<file path="config.mk">
export PLATFORM = sky130hd
export DESIGN_NAME = shape_top
export DESIGN_NICKNAME = d
export VERILOG_FILES = /design/src/shape_pkg.sv /design/src/shape_top.sv /design/src/shape_sequencer.sv /design/src/draw_triangle.sv /design/src/draw_line.sv /design/src/rotate_xy.sv /design/src/sine_table.sv
export SDC_FILE = /design/constraint.sdc
export NUM_CORES = 1
export LEC_CHECK = 0
export BUFFER_PORTS_ARGS = -buffer_cell sky130_fd_sc_hd__clkbuf_2
export CELL_PAD_IN_SITES_DETAIL_PLACEMENT = 1
export CELL_PAD_IN_SITES_GLOBAL_PLACEMENT = 1
export CORE_MARGIN = 10
export CORE_UTILIZATION = 40
export DETAILED_ROUTE_END_ITERATION = 8
export GPL_ROUTABILITY_DRIVEN = 0
export MAX_ROUTING_LAYER = met4
export PLACE_DENSITY = 0.66
export SETUP_SLACK_MARGIN = 0.5
export SLEW_MARGIN = 20
export SYNTH_ARGS = -nofsm -noshare
export SYNTH_HDL_FRONTEND = slang
export SYNTH_HIERARCHICAL = 1
export SYNTH_SLANG_ARGS = --single-unit
</file>
<file path="constraint.sdc">
create_clock -name clk_100m -period 6.8 [get_ports clk_100m]
set_input_delay 0 -clock clk_100m [delete_from_list [all_inputs] [get_ports clk_100m]]
set_output_delay 0 -clock clk_100m [all_outputs]
set_load 0.02 [all_outputs]
</file>
<file path="src/shape_pkg.sv">
// ========================================
// shape engine shared types, constants
// and the quarter-wave sine rule
// ========================================

package shape_pkg;

    localparam int cordw    = 16;  // coordinate width
    localparam int anglew   = 8;   // 256 steps per full turn
    localparam int cidxw    = 4;   // colour index width
    localparam int sin_frac = 7;   // sine values are q7

    typedef logic signed [cordw-1:0] coord_t;
    typedef logic [anglew-1:0] angle_t;

    typedef struct packed {
        coord_t x;
        coord_t y;
    } vertex_t;

    // single framebuffer write
    typedef struct packed {
        coord_t           x;
        coord_t           y;
        logic [cidxw-1:0] cidx;
    } pixel_wr_t;

    // triangle around the origin, before rotation
    localparam vertex_t shape_v0   = '{x: coord_t'(0),   y: coord_t'(-40)};
    localparam vertex_t shape_v1   = '{x: coord_t'(-30), y: coord_t'(20)};
    localparam vertex_t shape_v2   = '{x: coord_t'(45),  y: coord_t'(70)};
    localparam vertex_t shape_offs = '{x: coord_t'(160), y: coord_t'(90)};  // screen centre

    localparam logic [cidxw-1:0] shape_cidx = 4'h8;  // outline colour
    localparam angle_t           angle_step = 8'd2;  // per strobe

    // round(127 * sin) over the first quarter, 0 to 90 deg inclusive
    localparam logic [6:0] sin_quarter [65] = '{
          0,   3,   6,   9,  12,  16,  19,  22,
         25,  28,  31,  34,  37,  40,  43,  46,
         49,  51,  54,  57,  60,  63,  65,  68,
         71,  73,  76,  78,  81,  83,  85,  88,
         90,  92,  94,  96,  98, 100, 102, 104,
        106, 107, 109, 111, 112, 113, 115, 116,
        117, 118, 120, 121, 122, 122, 123, 124,
        125, 125, 126, 126, 126, 127, 127, 127,
        127
    };

    // full-turn sine in q7, mirrored and negated from the quarter table
    function automatic logic signed [7:0] sin_q7(input angle_t a);
        logic [6:0]        idx;
        logic signed [7:0] mag;
        idx = a[6] ? 7'd64 - {1'b0, a[5:0]} : {1'b0, a[5:0]};  // 2nd/4th quarter mirror
        mag = signed'({1'b0, sin_quarter[idx]});
        return a[7] ? -mag : mag;  // lower half negative
    endfunction

endpackage
</file>
<file path="src/shape_top.sv">
// ========================================
// rotating triangle drawer, framebuffer
// write port out
// ========================================

`timescale 1ns/1ps

module shape_top (
    input  wire logic                 clk_100m,
    input  wire logic                 rst_n,
    input  wire logic                 frame,
    input  wire logic                 angle_inc,
    input  wire logic                 angle_dec,
    input  wire logic                 fb_busy,
    output      logic                 fb_we,
    output      shape_pkg::pixel_wr_t fb_wr,
    output      logic                 draw_done,
    output      shape_pkg::angle_t    angle
);
    import shape_pkg::*;

    logic    rot_start;
    logic    rot_done;
    angle_t  rot_angle;
    vertex_t rot_in;
    vertex_t rot_out;
    logic    tri_start;
    logic    tri_done;
    vertex_t v0;
    vertex_t v1;
    vertex_t v2;
    vertex_t pix;
    logic    drawing;

    shape_sequencer u_shape_sequencer (
        .clk_100m,
        .rst_n,
        .frame,
        .angle_inc,
        .angle_dec,
        .angle,
        .rot_start,
        .rot_angle,
        .rot_in,
        .rot_out,
        .rot_done,
        .tri_start,
        .v0,
        .v1,
        .v2,
        .tri_done
    );

    rotate_xy u_rotate_xy (
        .clk_100m,
        .rst_n,
        .start (rot_start),
        .angle (rot_angle),
        .vin   (rot_in),
        .vout  (rot_out),
        .done  (rot_done)
    );

    draw_triangle u_draw_triangle (
        .clk_100m,
        .rst_n,
        .start   (tri_start),
        .oe      (!fb_busy),  // stall while the framebuffer is busy
        .v0,
        .v1,
        .v2,
        .pix,
        .drawing,
        .done    (tri_done)
    );

    always_ff @(posedge clk_100m or negedge rst_n) begin
        if (!rst_n) begin
            fb_we     <= 1'b0;
            draw_done <= 1'b0;
        end else begin
            fb_we     <= drawing;   // one cycle behind the drawer
            draw_done <= tri_done;
        end
    end

    always_ff @(posedge clk_100m) begin
        if (drawing) fb_wr <= '{x: pix.x, y: pix.y, cidx: shape_cidx};
    end

endmodule

</file>
<file path="src/shape_sequencer.sv">
// ========================================
// per-frame sequencer with angle register
// rotate, translate, then draw
// ========================================

`timescale 1ns/1ps

module shape_sequencer (
    input  wire logic               clk_100m,
    input  wire logic               rst_n,
    input  wire logic               frame,
    input  wire logic               angle_inc,
    input  wire logic               angle_dec,
    output      shape_pkg::angle_t  angle,
    output      logic               rot_start,
    output      shape_pkg::angle_t  rot_angle,
    output      shape_pkg::vertex_t rot_in,
    input  wire shape_pkg::vertex_t rot_out,
    input  wire logic               rot_done,
    output      logic               tri_start,
    output      shape_pkg::vertex_t v0,
    output      shape_pkg::vertex_t v1,
    output      shape_pkg::vertex_t v2,
    input  wire logic               tri_done
);
    import shape_pkg::*;

    typedef enum logic [1:0] {s_idle, s_feed, s_collect, s_draw} state_t;
    state_t state;

    logic [1:0] feed_cnt;  // next vertex into the rotator
    logic [1:0] res_cnt;   // next result back
    vertex_t    rot_trans;

    // angle steps by 2, wraps mod 256, both strobes cancel
    always_ff @(posedge clk_100m or negedge rst_n) begin
        if (!rst_n) begin
            angle <= '0;
        end else if (angle_inc && !angle_dec) begin
            angle <= angle + angle_step;
        end else if (angle_dec && !angle_inc) begin
            angle <= angle - angle_step;
        end
    end

    always_comb begin
        rot_trans.x = rot_out.x + shape_offs.x;  // move to screen centre
        rot_trans.y = rot_out.y + shape_offs.y;
    end

    always_ff @(posedge clk_100m or negedge rst_n) begin
        if (!rst_n) begin
            state     <= s_idle;
            rot_start <= 1'b0;
            tri_start <= 1'b0;
            feed_cnt  <= 2'd0;
            res_cnt   <= 2'd0;
        end else begin
            rot_start <= 1'b0;
            tri_start <= 1'b0;
            case (state)
                s_idle: if (frame) begin  // frames while busy are dropped
                    rot_start <= 1'b1;    // v0
                    feed_cnt  <= 2'd1;
                    res_cnt   <= 2'd0;
                    state     <= s_feed;
                end
                s_feed: begin
                    rot_start <= 1'b1;  // v1, then v2
                    feed_cnt  <= feed_cnt + 2'd1;
                    if (feed_cnt == 2'd2) state <= s_collect;
                end
                s_collect: if (rot_done) begin
                    res_cnt <= res_cnt + 2'd1;
                    if (res_cnt == 2'd2) begin
                        tri_start <= 1'b1;
                        state     <= s_draw;
                    end
                end
                s_draw: if (tri_done) state <= s_idle;
                default: state <= s_idle;
            endcase
        end
    end

    always_ff @(posedge clk_100m) begin
        if (state == s_idle && frame) begin
            rot_angle <= angle;  // held for the whole frame
            rot_in    <= shape_v0;
        end else if (state == s_feed) begin
            rot_in <= (feed_cnt == 2'd1) ? shape_v1 : shape_v2;
        end
        if (state == s_collect && rot_done) begin
            case (res_cnt)
                2'd0:    v0 <= rot_trans;
                2'd1:    v1 <= rot_trans;
                default: v2 <= rot_trans;
            endcase
        end
    end

endmodule

</file>
<file path="src/draw_triangle.sv">
// ========================================
// triangle outline as three line runs
// ========================================

`timescale 1ns/1ps

module draw_triangle (
    input  wire logic               clk_100m,
    input  wire logic               rst_n,
    input  wire logic               start,
    input  wire logic               oe,
    input  wire shape_pkg::vertex_t v0,
    input  wire shape_pkg::vertex_t v1,
    input  wire shape_pkg::vertex_t v2,
    output      shape_pkg::vertex_t pix,
    output      logic               drawing,
    output      logic               done
);
    import shape_pkg::*;

    typedef enum logic {s_idle, s_draw} state_t;
    state_t state;

    logic [1:0] edge_idx;  // 0: v0-v1, 1: v1-v2, 2: v2-v0
    logic       line_start;
    logic       line_done;
    vertex_t    lp0;
    vertex_t    lp1;

    always_comb begin
        case (edge_idx)
            2'd0:    begin lp0 = v0; lp1 = v1; end
            2'd1:    begin lp0 = v1; lp1 = v2; end
            default: begin lp0 = v2; lp1 = v0; end  // closing edge
        endcase
    end

    draw_line u_draw_line (
        .clk_100m,
        .rst_n,
        .start   (line_start),
        .oe,
        .p0      (lp0),
        .p1      (lp1),
        .pix,
        .drawing,
        .done    (line_done)
    );

    always_ff @(posedge clk_100m or negedge rst_n) begin
        if (!rst_n) begin
            state      <= s_idle;
            edge_idx   <= 2'd0;
            line_start <= 1'b0;
            done       <= 1'b0;
        end else begin
            line_start <= 1'b0;
            done       <= 1'b0;
            case (state)
                s_idle: if (start) begin
                    edge_idx   <= 2'd0;
                    line_start <= 1'b1;
                    state      <= s_draw;
                end
                s_draw: if (line_done) begin
                    if (edge_idx == 2'd2) begin
                        done  <= 1'b1;  // outline closed
                        state <= s_idle;
                    end else begin
                        edge_idx   <= edge_idx + 2'd1;
                        line_start <= 1'b1;  // next edge, mux already follows
                    end
                end
                default: state <= s_idle;
            endcase
        end
    end

endmodule

</file>
<file path="src/draw_line.sv">
// ========================================
// Bresenham line, any octant, one pixel
// per cycle while oe is high
// ========================================

`timescale 1ns/1ps

module draw_line (
    input  wire logic               clk_100m,
    input  wire logic               rst_n,
    input  wire logic               start,
    input  wire logic               oe,
    input  wire shape_pkg::vertex_t p0,
    input  wire shape_pkg::vertex_t p1,
    output      shape_pkg::vertex_t pix,
    output      logic               drawing,
    output      logic               done
);
    import shape_pkg::*;

    localparam int ew = cordw + 3;  // error term, room for 2*err

    typedef enum logic {s_idle, s_draw} state_t;
    state_t state;

    vertex_t               p_end;  // last pixel of the line
    logic signed [cordw:0] ddx;    // raw deltas
    logic signed [cordw:0] ddy;
    logic signed [ew-1:0]  dx_in;
    logic signed [ew-1:0]  dy_in;
    logic                  sx_in;  // 1 steps towards negative
    logic                  sy_in;
    logic signed [ew-1:0]  dx;     // |dx|
    logic signed [ew-1:0]  dy;     // -|dy|
    logic signed [ew-1:0]  err;
    logic signed [ew-1:0]  e2;
    logic                  sx;
    logic                  sy;
    coord_t                stepx;
    coord_t                stepy;
    logic                  movx;
    logic                  movy;
    logic                  last;

    // setup values straight from the end points
    always_comb begin
        ddx   = p1.x - p0.x;
        ddy   = p1.y - p0.y;
        sx_in = (ddx < 0);
        sy_in = (ddy < 0);
        dx_in = sx_in ? -ddx : ddx;
        dy_in = sy_in ? ddy : -ddy;  // kept negative
    end

    always_comb begin
        e2      = err <<< 1;
        movx    = (e2 >= dy);
        movy    = (e2 <= dx);
        stepx   = sx ? coord_t'(-1) : coord_t'(1);
        stepy   = sy ? coord_t'(-1) : coord_t'(1);
        last    = (pix == p_end);  // both end points drawn
        drawing = (state == s_draw) && oe;
    end

    always_ff @(posedge clk_100m or negedge rst_n) begin
        if (!rst_n) begin
            state <= s_idle;
            done  <= 1'b0;
        end else begin
            done <= 1'b0;
            case (state)
                s_idle: if (start) state <= s_draw;
                s_draw: if (drawing && last) begin
                    state <= s_idle;
                    done  <= 1'b1;  // cycle after the final pixel
                end
                default: state <= s_idle;
            endcase
        end
    end

    always_ff @(posedge clk_100m) begin
        if (state == s_idle && start) begin
            pix   <= p0;
            p_end <= p1;
            dx    <= dx_in;
            dy    <= dy_in;
            sx    <= sx_in;
            sy    <= sy_in;
            err   <= dx_in + dy_in;
        end else if (drawing && !last) begin  // holds while oe is low
            err <= err + (movx ? dy : '0) + (movy ? dx : '0);
            if (movx) pix.x <= pix.x + stepx;
            if (movy) pix.y <= pix.y + stepy;
        end
    end

endmodule

</file>
<file path="src/rotate_xy.sv">
// ========================================
// vertex rotation, 3 stage pipeline
// ========================================

`timescale 1ns/1ps

module rotate_xy (
    input  wire logic               clk_100m,
    input  wire logic               rst_n,
    input  wire logic               start,
    input  wire shape_pkg::angle_t  angle,
    input  wire shape_pkg::vertex_t vin,
    output      shape_pkg::vertex_t vout,
    output      logic               done
);
    import shape_pkg::*;

    localparam int prodw = cordw + 8;  // coord times q7 sine

    logic signed [7:0] sin_val;
    logic signed [7:0] cos_val;
    vertex_t           v1;  // vin delayed to line up with the lookup
    logic              valid1;
    logic              valid2;

    // stage 2 products
    logic signed [prodw-1:0] xc;
    logic signed [prodw-1:0] ys;
    logic signed [prodw-1:0] xs;
    logic signed [prodw-1:0] yc;

    // stage 3 sums, one guard bit
    logic signed [prodw:0] rx;
    logic signed [prodw:0] ry;

    // stage 1 is the registered lookup
    sine_table u_sine_table (
        .clk_100m,
        .rst_n,
        .angle,
        .sin_val,
        .cos_val
    );

    // valid travels with the data, so starts can go back to back
    always_ff @(posedge clk_100m or negedge rst_n) begin
        if (!rst_n) begin
            valid1 <= 1'b0;
            valid2 <= 1'b0;
            done   <= 1'b0;
        end else begin
            valid1 <= start;
            valid2 <= valid1;
            done   <= valid2;  // 3 cycles after start
        end
    end

    always_comb begin
        rx = xc - ys;  // x cos - y sin
        ry = xs + yc;  // x sin + y cos
    end

    always_ff @(posedge clk_100m) begin
        v1 <= vin;                      // stage 1
        xc <= v1.x * cos_val;           // stage 2
        ys <= v1.y * sin_val;
        xs <= v1.x * sin_val;
        yc <= v1.y * cos_val;
        vout.x <= coord_t'(rx >>> sin_frac);  // stage 3, back to integer
        vout.y <= coord_t'(ry >>> sin_frac);
    end

endmodule

</file>
<file path="src/sine_table.sv">
// ========================================
// sine and cosine lookup, 8-bit angle,
// q7 outputs registered, 1 cycle latency
// ========================================

`timescale 1ns/1ps

module sine_table (
    input  wire logic              clk_100m,
    input  wire logic              rst_n,
    input  wire shape_pkg::angle_t angle,
    output      logic signed [7:0] sin_val,
    output      logic signed [7:0] cos_val
);
    import shape_pkg::*;

    logic signed [7:0] rom [64];  // first quarter, 0 up to just below 90 deg
    angle_t            cos_angle;

    // rom contents fixed at elaboration
    for (genvar i = 0; i < 64; i++) begin : g_rom
        assign rom[i] = sin_q7(angle_t'(i));
    end

    // mirror for quarters 1 and 3, negate for 2 and 3
    function automatic logic signed [7:0] full_wave(input angle_t a);
        logic [6:0]        idx;
        logic signed [7:0] mag;
        idx = a[6] ? 7'd64 - {1'b0, a[5:0]} : {1'b0, a[5:0]};
        mag = idx[6] ? 8'sd127 : rom[idx[5:0]];  // 90 deg lies past the rom
        return a[7] ? -mag : mag;
    endfunction

    assign cos_angle = angle + angle_t'(64);  // cos(a) = sin(a + 90 deg)

    always_ff @(posedge clk_100m or negedge rst_n) begin
        if (!rst_n) begin
            sin_val <= '0;
            cos_val <= '0;
        end else begin
            sin_val <= full_wave(angle);
            cos_val <= full_wave(cos_angle);
        end
    end

endmodule

</file>
==> results.md, run 1 <==
* Status: completed
* Initial antenna violation count at 5
* Vias in the first global route at around 34000
* Routed Antenna Nets at 0
* Num CTS Buffers at 54
* Global-route wire length before repair at 192 mm
* Syn_area_per_cell at 9.70 µm²
* PortBufs at 46
* CP delay by family, top: compound AO/OA/AOI/OAI gates
* DR iter-0 viols at 1412
* Post-synthesis instance total at between 4000 and 5000
* Routed vias/inst at ~5.2
* Setup TNS at 0 ps
* Post-synthesis async set-or-reset flop share at around a tenth
* Max_cap viols at 0
* DP Wirelength at 95.0 mm
* Clock tree from TritonCTS: done
* Pin count of the biggest net entering global routing at 57
* Critical path type: reg -> reg
* Congestion Overflow GR at 0
* Seq/Total Area, Yosys at 27.5%
* Commonest cells in the netlist: inv_1, fa_1, ha_1, and2_1
* Synth top area cells: fa_1, edfxtp_1, ha_1
* Area delta synth->final at 8.78%
* Clk pin slew, worst setup/hold paths at approximately 60 ps
* Remaining DRCs at 0
* Core ar. at 109000 µm²
* Fin. Hold Viols at 0
* Post-synthesis cell type count at 120
* Worst hold path class: in -> reg
* Max FO, Critical Path at 16
* Cell Area, Synth at ~44000 µm²
* Rows at between 100 and 150
* DR vias at 31400
* Leading area contributor after synthesis: fa_1
* Root Driver: clkbuf_16
* Minimum clock period at just over 6000 ps
* Tcrit/Tclk final at 89.0%
* Synth Warn # at 6
* CP Data Required Time at between 7000 and 8000 ps
* Post-synth EDFFs at 257
* Rel. slew slack at 31.7%
* Die area at about 120000 µm²
* Drt total wl at between 100 and 150 mm
* Drt first pass iters at 5
* Tightest Pin Transition at 1020 ps
* Register-to-register setup slack at 750 ps
* Worst setup SP type: register
* Layout cell share with drive strength beyond 1 at 7.08%
* Critical path arrival at roughly 6400 ps
* Ys flop type: edfxtp_1
* H-tree depth at 2
* Most frequent cell after synthesis: inv_1
* Final Slew Violations at 0
* Die W at around 350 µm
* CP max-delay cell: dfrtp_2
* Max stage delay on crit path at a little over 400 ps
* Worst Skew at 33.8 ps
* Crit. End Element: register
* Latest clock arrival within the worst-skew pair at 640 ps
* CP bufs+invs at 6
* Longest Clk Path Bufs at 3
* RSZ-0062 raised after global routing: true
* Final setup viols at 0
* Io pins at 52
* Gr usage total at 20.2%
* Number of synthesized register bits at 462
* Per-cell routed wire length at 20.1 µm
* Fin nets at approximately 5300
* Fmax at 165 MHz
* Post-synth top area share at 19.4%
* Initial Utilization at 40.3%
* CTS sink count at between 400 and 500
* Die height at roughly 350 µm
## layout by cell type (no fill, tap or decap), types with 24 or more instances in the layout
cell type	Yosys	routed
inv_1	713	712
fa_1	424	423
ha_1	385	383
and2_1	365	364
edfxtp_1	257	257
nand2_1	257	257
nor2_1	252	252
xnor2_1	216	216
a21oi_1	190	188
dfxtp_1	162	162
a21o_1	113	113
o21ai_0	107	102
xor2_1	84	84
buf_4	39	73
nor3_1	70	69
a22o_1	66	66
clkbuf_16	0	59
nand3_1	57	57
clkbuf_2	0	46
nand2b_1	47	46
dfrtp_1	43	41
nor2b_1	37	37
and3_1	36	36
a31oi_1	36	35
o21a_1	27	27
a211oi_1	25	24
## area by class of cell
class / instances / area [µm²]
Fill cell: 12300 / 61100
Multi-Input combinational cell: 3159 / 28200
Sequential cell: 462 / 12000
Inverter: 717 / 2690
Tap cell: 1414 / 1770
Clock buffer: 78 / 1590
Timing Repair Buffer: 138 / 1060
Clock inverter: 23 / 245
Antenna cell: 2 / 5.00
## registers in the layout, summed over array words and instances (netlist names), 6 cells and up
name                               count
fb_wr                                 32
u_draw_triangle/u_draw_line/p_end     32
u_draw_triangle/u_draw_line/pix       32
u_rotate_xy/v1                        32
u_rotate_xy/vout                      32
u_shape_sequencer/v0                  32
u_shape_sequencer/v1                  32
u_shape_sequencer/v2                  32
u_rotate_xy/xc                        23
u_rotate_xy/xs                        23
u_rotate_xy/yc                        23
u_rotate_xy/ys                        23
u_draw_triangle/u_draw_line/dx        19
u_draw_triangle/u_draw_line/dy        19
u_draw_triangle/u_draw_line/err       18
u_rotate_xy/u_sine_table/cos_val       8
u_rotate_xy/u_sine_table/sin_val       8
u_shape_sequencer/angle                7
u_shape_sequencer/rot_angle            7
u_shape_sequencer/rot_in               6
## kinds of logic (layout without fill, tap and decap cells)
family	Yosys count	after routing	synth area share (%)
multiplexers	16	16	0.400
adder cells (fa/ha/maj)	810	810	30.4
XOR/XNOR	300	300	6.01
AO/OA/AOI/OAI	767	767	12.2
other	4	13	0.0343
buffers and inverters	898	956	8.33
flip-flops	462	462	27.5
AND/OR/NAND/NOR	1254	1255	15.1
## final timing paths
path / start / end / cells past startpoint
setup / recovery: u_draw_triangle/edge_idx[0] / u_draw_triangle/u_draw_line/err[14] / 29
hold / removal: fb_busy / fb_we / 3
setup reg to reg: u_draw_triangle/edge_idx[0] / u_draw_triangle/u_draw_line/err[14] / 29
hold reg to reg: u_rotate_xy/valid1 / u_rotate_xy/valid2 / 0
max in group asynchronous: rst_n / u_draw_triangle/edge_idx[0] / 4
min in group asynchronous: rst_n / u_rotate_xy/u_sine_table/cos_val[0] / 4
## worst min-delay path: cells and delay by family
| family | cells | cell delay, ps |
|---|---|---|
| buf+inv | 2 | 100 |
| simple gates | 1 | 430 |
## metal layers
layer | global-route usage [%] | part of all wire (%) | wire length, µm
met1 | 25.1 | 45 | 53900
met4 | 5.12 | 2.9 | 3440
met3 | 1.85 | 2.8 | 3330
met2 | 35.1 | 50 | 59600
met5 | - | 0 | 0
## stage by stage
stage                     setup WS (ps)  instances  hold WS, ps  utilization [%]  cell area [µm²]
after floorplan                     966       4518         -296                -            43800
after global placement              312       5870          151             41.8            45400
after detailed placement           67.2       5870          159             41.8            45400
after CTS                           506       5978         50.4             43.6            47400
after global routing                448       5991          131             43.8            47600
final                               749       5993         60.6             43.8            47600
## timing repair
action	CTS	global route
endpoints found under the setup margin	8	9
gates cloned	0	3
resized for setup	14	17
hold buffers	6	0
buffers inserted	1	9
hold endpoints to repair	62	0
pin swaps	1	10
Power of run 1 is not shown: default switching activity piles up to over one toggle a cycle in this logic, so the estimate is an artifact.
==> inputs of run 2 (changes only) <==
--- a/config.mk
+++ b/config.mk
@@ -9,11 +9,11 @@
 export CELL_PAD_IN_SITES_DETAIL_PLACEMENT = 1
 export CELL_PAD_IN_SITES_GLOBAL_PLACEMENT = 1
 export CORE_MARGIN = 10
-export CORE_UTILIZATION = 40
+export CORE_UTILIZATION = 25
 export DETAILED_ROUTE_END_ITERATION = 8
 export GPL_ROUTABILITY_DRIVEN = 0
 export MAX_ROUTING_LAYER = met4
-export PLACE_DENSITY = 0.66
+export PLACE_DENSITY = 0.46
 export SETUP_SLACK_MARGIN = 0.5
 export SLEW_MARGIN = 20
 export SYNTH_ARGS = -nofsm -noshare
==> results.md, run 2 (synthesis results as in run 1) <==
* Dpl cells at 6800 (+16%)
* Most used cell, CP: o21ai_2
* Final setup viols at 0 (unchanged)
* Sink of the worst hold path: u_shape_sequencer/rot_start
* PortBufs at 46 (unchanged)
* CP max-delay cell: dfrtp_2
* Post-Layout Cell Count at 6936 (+16%)
* Layout cell share with drive strength beyond 1 at 8.07% (+0.99 points)
* Max_cap viols at 0 (unchanged)
* Clk pin slew, worst setup/hold paths at 60 ps (about the same)
* FF-to-FF Start: u_draw_triangle/edge_idx[0]
* Rel. slew slack at 32.9% (+1.2 points)
* Worst hold path class: in -> reg
* Status: completed
* Root Driver: clkbuf_16
* Per-cell routed wire length at 18.8 µm (-6.4%)
* Commonest cells after routing, fill and taps aside: inv_1, fa_1, ha_1
* Congestion Overflow GR at 0 (unchanged)
* Num CTS Buffers at 60 (+11%)
* Minimum clock period at 5930 ps (-121 ps)
* R2r worst-path depth at 27 (-6.9%)
* Pin count of the biggest net entering global routing at 64 (+12%)
* Worst setup SP type: register
* Capturing point of the worst reg2reg path: u_draw_triangle/u_draw_line/err[16]
* Setup TNS at 0 ps (unchanged)
* DR iter-0 viols at 1281 (-9.3%)
* CTS sink count at 462 (unchanged)
* Worst Skew at 63.1 ps (+29.4 ps)
* Routed vias/inst at 4.46 (-15%)
* Routed Antenna Nets at 0 (unchanged)
* Vias in the first global route at 33900 (+0.20%)
* DP Wirelength at 104 mm (+9.0%)
* Hold_sp: frame
* Tightest Pin Transition at 1000 ps (-18.2 ps)
* CP Data Required Time at 7240 ps (+50 ps)
* Fin nets at 5371 (+0.45%)
* Crit. End Element: register
* Fin. Hold Viols at 0 (unchanged)
* Max stage delay on crit path at 440 ps (+30 ps)
* Tcrit/Tclk final at 87.2% (-1.8 points)
* Longest Clk Path Bufs at 3 (unchanged)
* Latest clock arrival within the worst-skew pair at 710 ps (+70 ps)
* Drt total wl at 130 mm (+8.4%)
* H-tree depth at 2 (unchanged)
* Io pins at 52 (unchanged)
* Hold path cells at 4 (+1)
* Area delta synth->final at 12.4%
* Max FO, Critical Path at 26 (+10)
* Critical path type: reg -> reg
* Initial antenna violation count at 3 (-2)
* Initial Utilization at 25.1% (-15 points)
* Gr usage total at 14.0% (-6.1 points)
* DR vias at 30900 (-1.6%)
* Critical path arrival at 6370 ps (-70 ps)
* Clock tree from TritonCTS: done
* Final Slew Violations at 0 (unchanged)
* Die height at 438 µm (+25%)
* Remaining DRCs at 0 (unchanged)
* Fmax at 169 MHz (+2.0%)
* RSZ-0062 raised after global routing: false
* Register-to-register setup slack at 870 ps (+120 ps)
* Core ar. at 174000 µm² (+60%)
* Die W at 438 µm (+25%)
* Global-route wire length before repair at 206 mm (+7.4%)
* Commonest non-fill, non-tap cell in the layout: inv_1
* Die area at 192000 µm² (+56%)
* Rows at 153 (+26%)
* Drt first pass iters at 5 (unchanged)
[run 2: cell count changes in the layout (fill, tap and decap cells not counted), moves of 3 or more]
| cell | change |
|---|---|
| clkinv_4 | +3 |
| clkbuf_1 | -10 |
| clkinv_1 | +5 |
| bufinv_16 | +5 |
| buf_4 | +21 |
| clkinvlp_4 | +3 |
| clkinv_2 | +11 |
| clkbuf_8 | -7 |
[run 2: routing by layer]
metal  up-vias  wire length, µm  global-route usage (%)
met2       275            60400                    22.7
met5         -                0                       -
li1      15000                -                       -
met4         0             2460                    2.87
met3       110             3680                    1.72
met1     15600            63900                    18.9
[run 2: worst max path at each step]
stage / end / from
after global routing: u_draw_triangle/u_draw_line/err[16] / u_draw_triangle/edge_idx[0]
after detailed placement: u_draw_triangle/u_draw_line/err[14] / u_draw_triangle/edge_idx[0]
after global placement: u_draw_triangle/u_draw_line/err[14] / u_draw_triangle/edge_idx[0]
after floorplan: u_draw_triangle/u_draw_line/err[14] / u_draw_triangle/edge_idx[0]
final: u_draw_triangle/u_draw_line/err[16] / u_draw_triangle/edge_idx[0]
after CTS: u_draw_triangle/u_draw_line/err[16] / u_draw_triangle/edge_idx[1]
[run 2: what timing repair did]
item | CTS | global route
pin swaps | 1 | 11
setup endpoints to repair | 5 | 8
gates resized for setup | 8 | 35
buffers inserted | 1 | 9
hold buffers | 7 | 0
hold endpoints to repair | 57 | 0
gates cloned | 1 | 0
[run 2: final cells by class]
type / instances / area [µm²]
Fill cell: 19900 / 125000
Multi-Input combinational cell: 3158 / 28300
Sequential cell: 462 / 12000
Tap cell: 2325 / 2910
Inverter: 717 / 2690
Clock buffer: 64 / 1530
Timing Repair Buffer: 157 / 1170
Clock inverter: 50 / 546
Antenna cell: 3 / 7.51
[run 2: through the flow]
step	util, %	area [µm²]	worst slack (ps)	hold WS (ps)
final	28.3	49200	871	334
after global routing	28.3	49200	480	356
after CTS	28.1	48900	509	299
after detailed placement	26.8	46700	142	184
after global placement	26.8	46700	169	165
after floorplan	-	43800	966	-296
[run 2: critical path: cells and delay by family (launching register included)]
family / cells / cell delay [ps]
buffers and inverters: 4 / 400
XOR/XNOR: 1 / 180
multiplexers: 2 / 460
AO/OA/AOI/OAI: 14 / 2600
AND/OR/NAND/NOR: 2 / 350
flip-flops: 1 / 440
adder cells (fa/ha/maj): 4 / 1220
Power of run 2 is left out for the same reason.
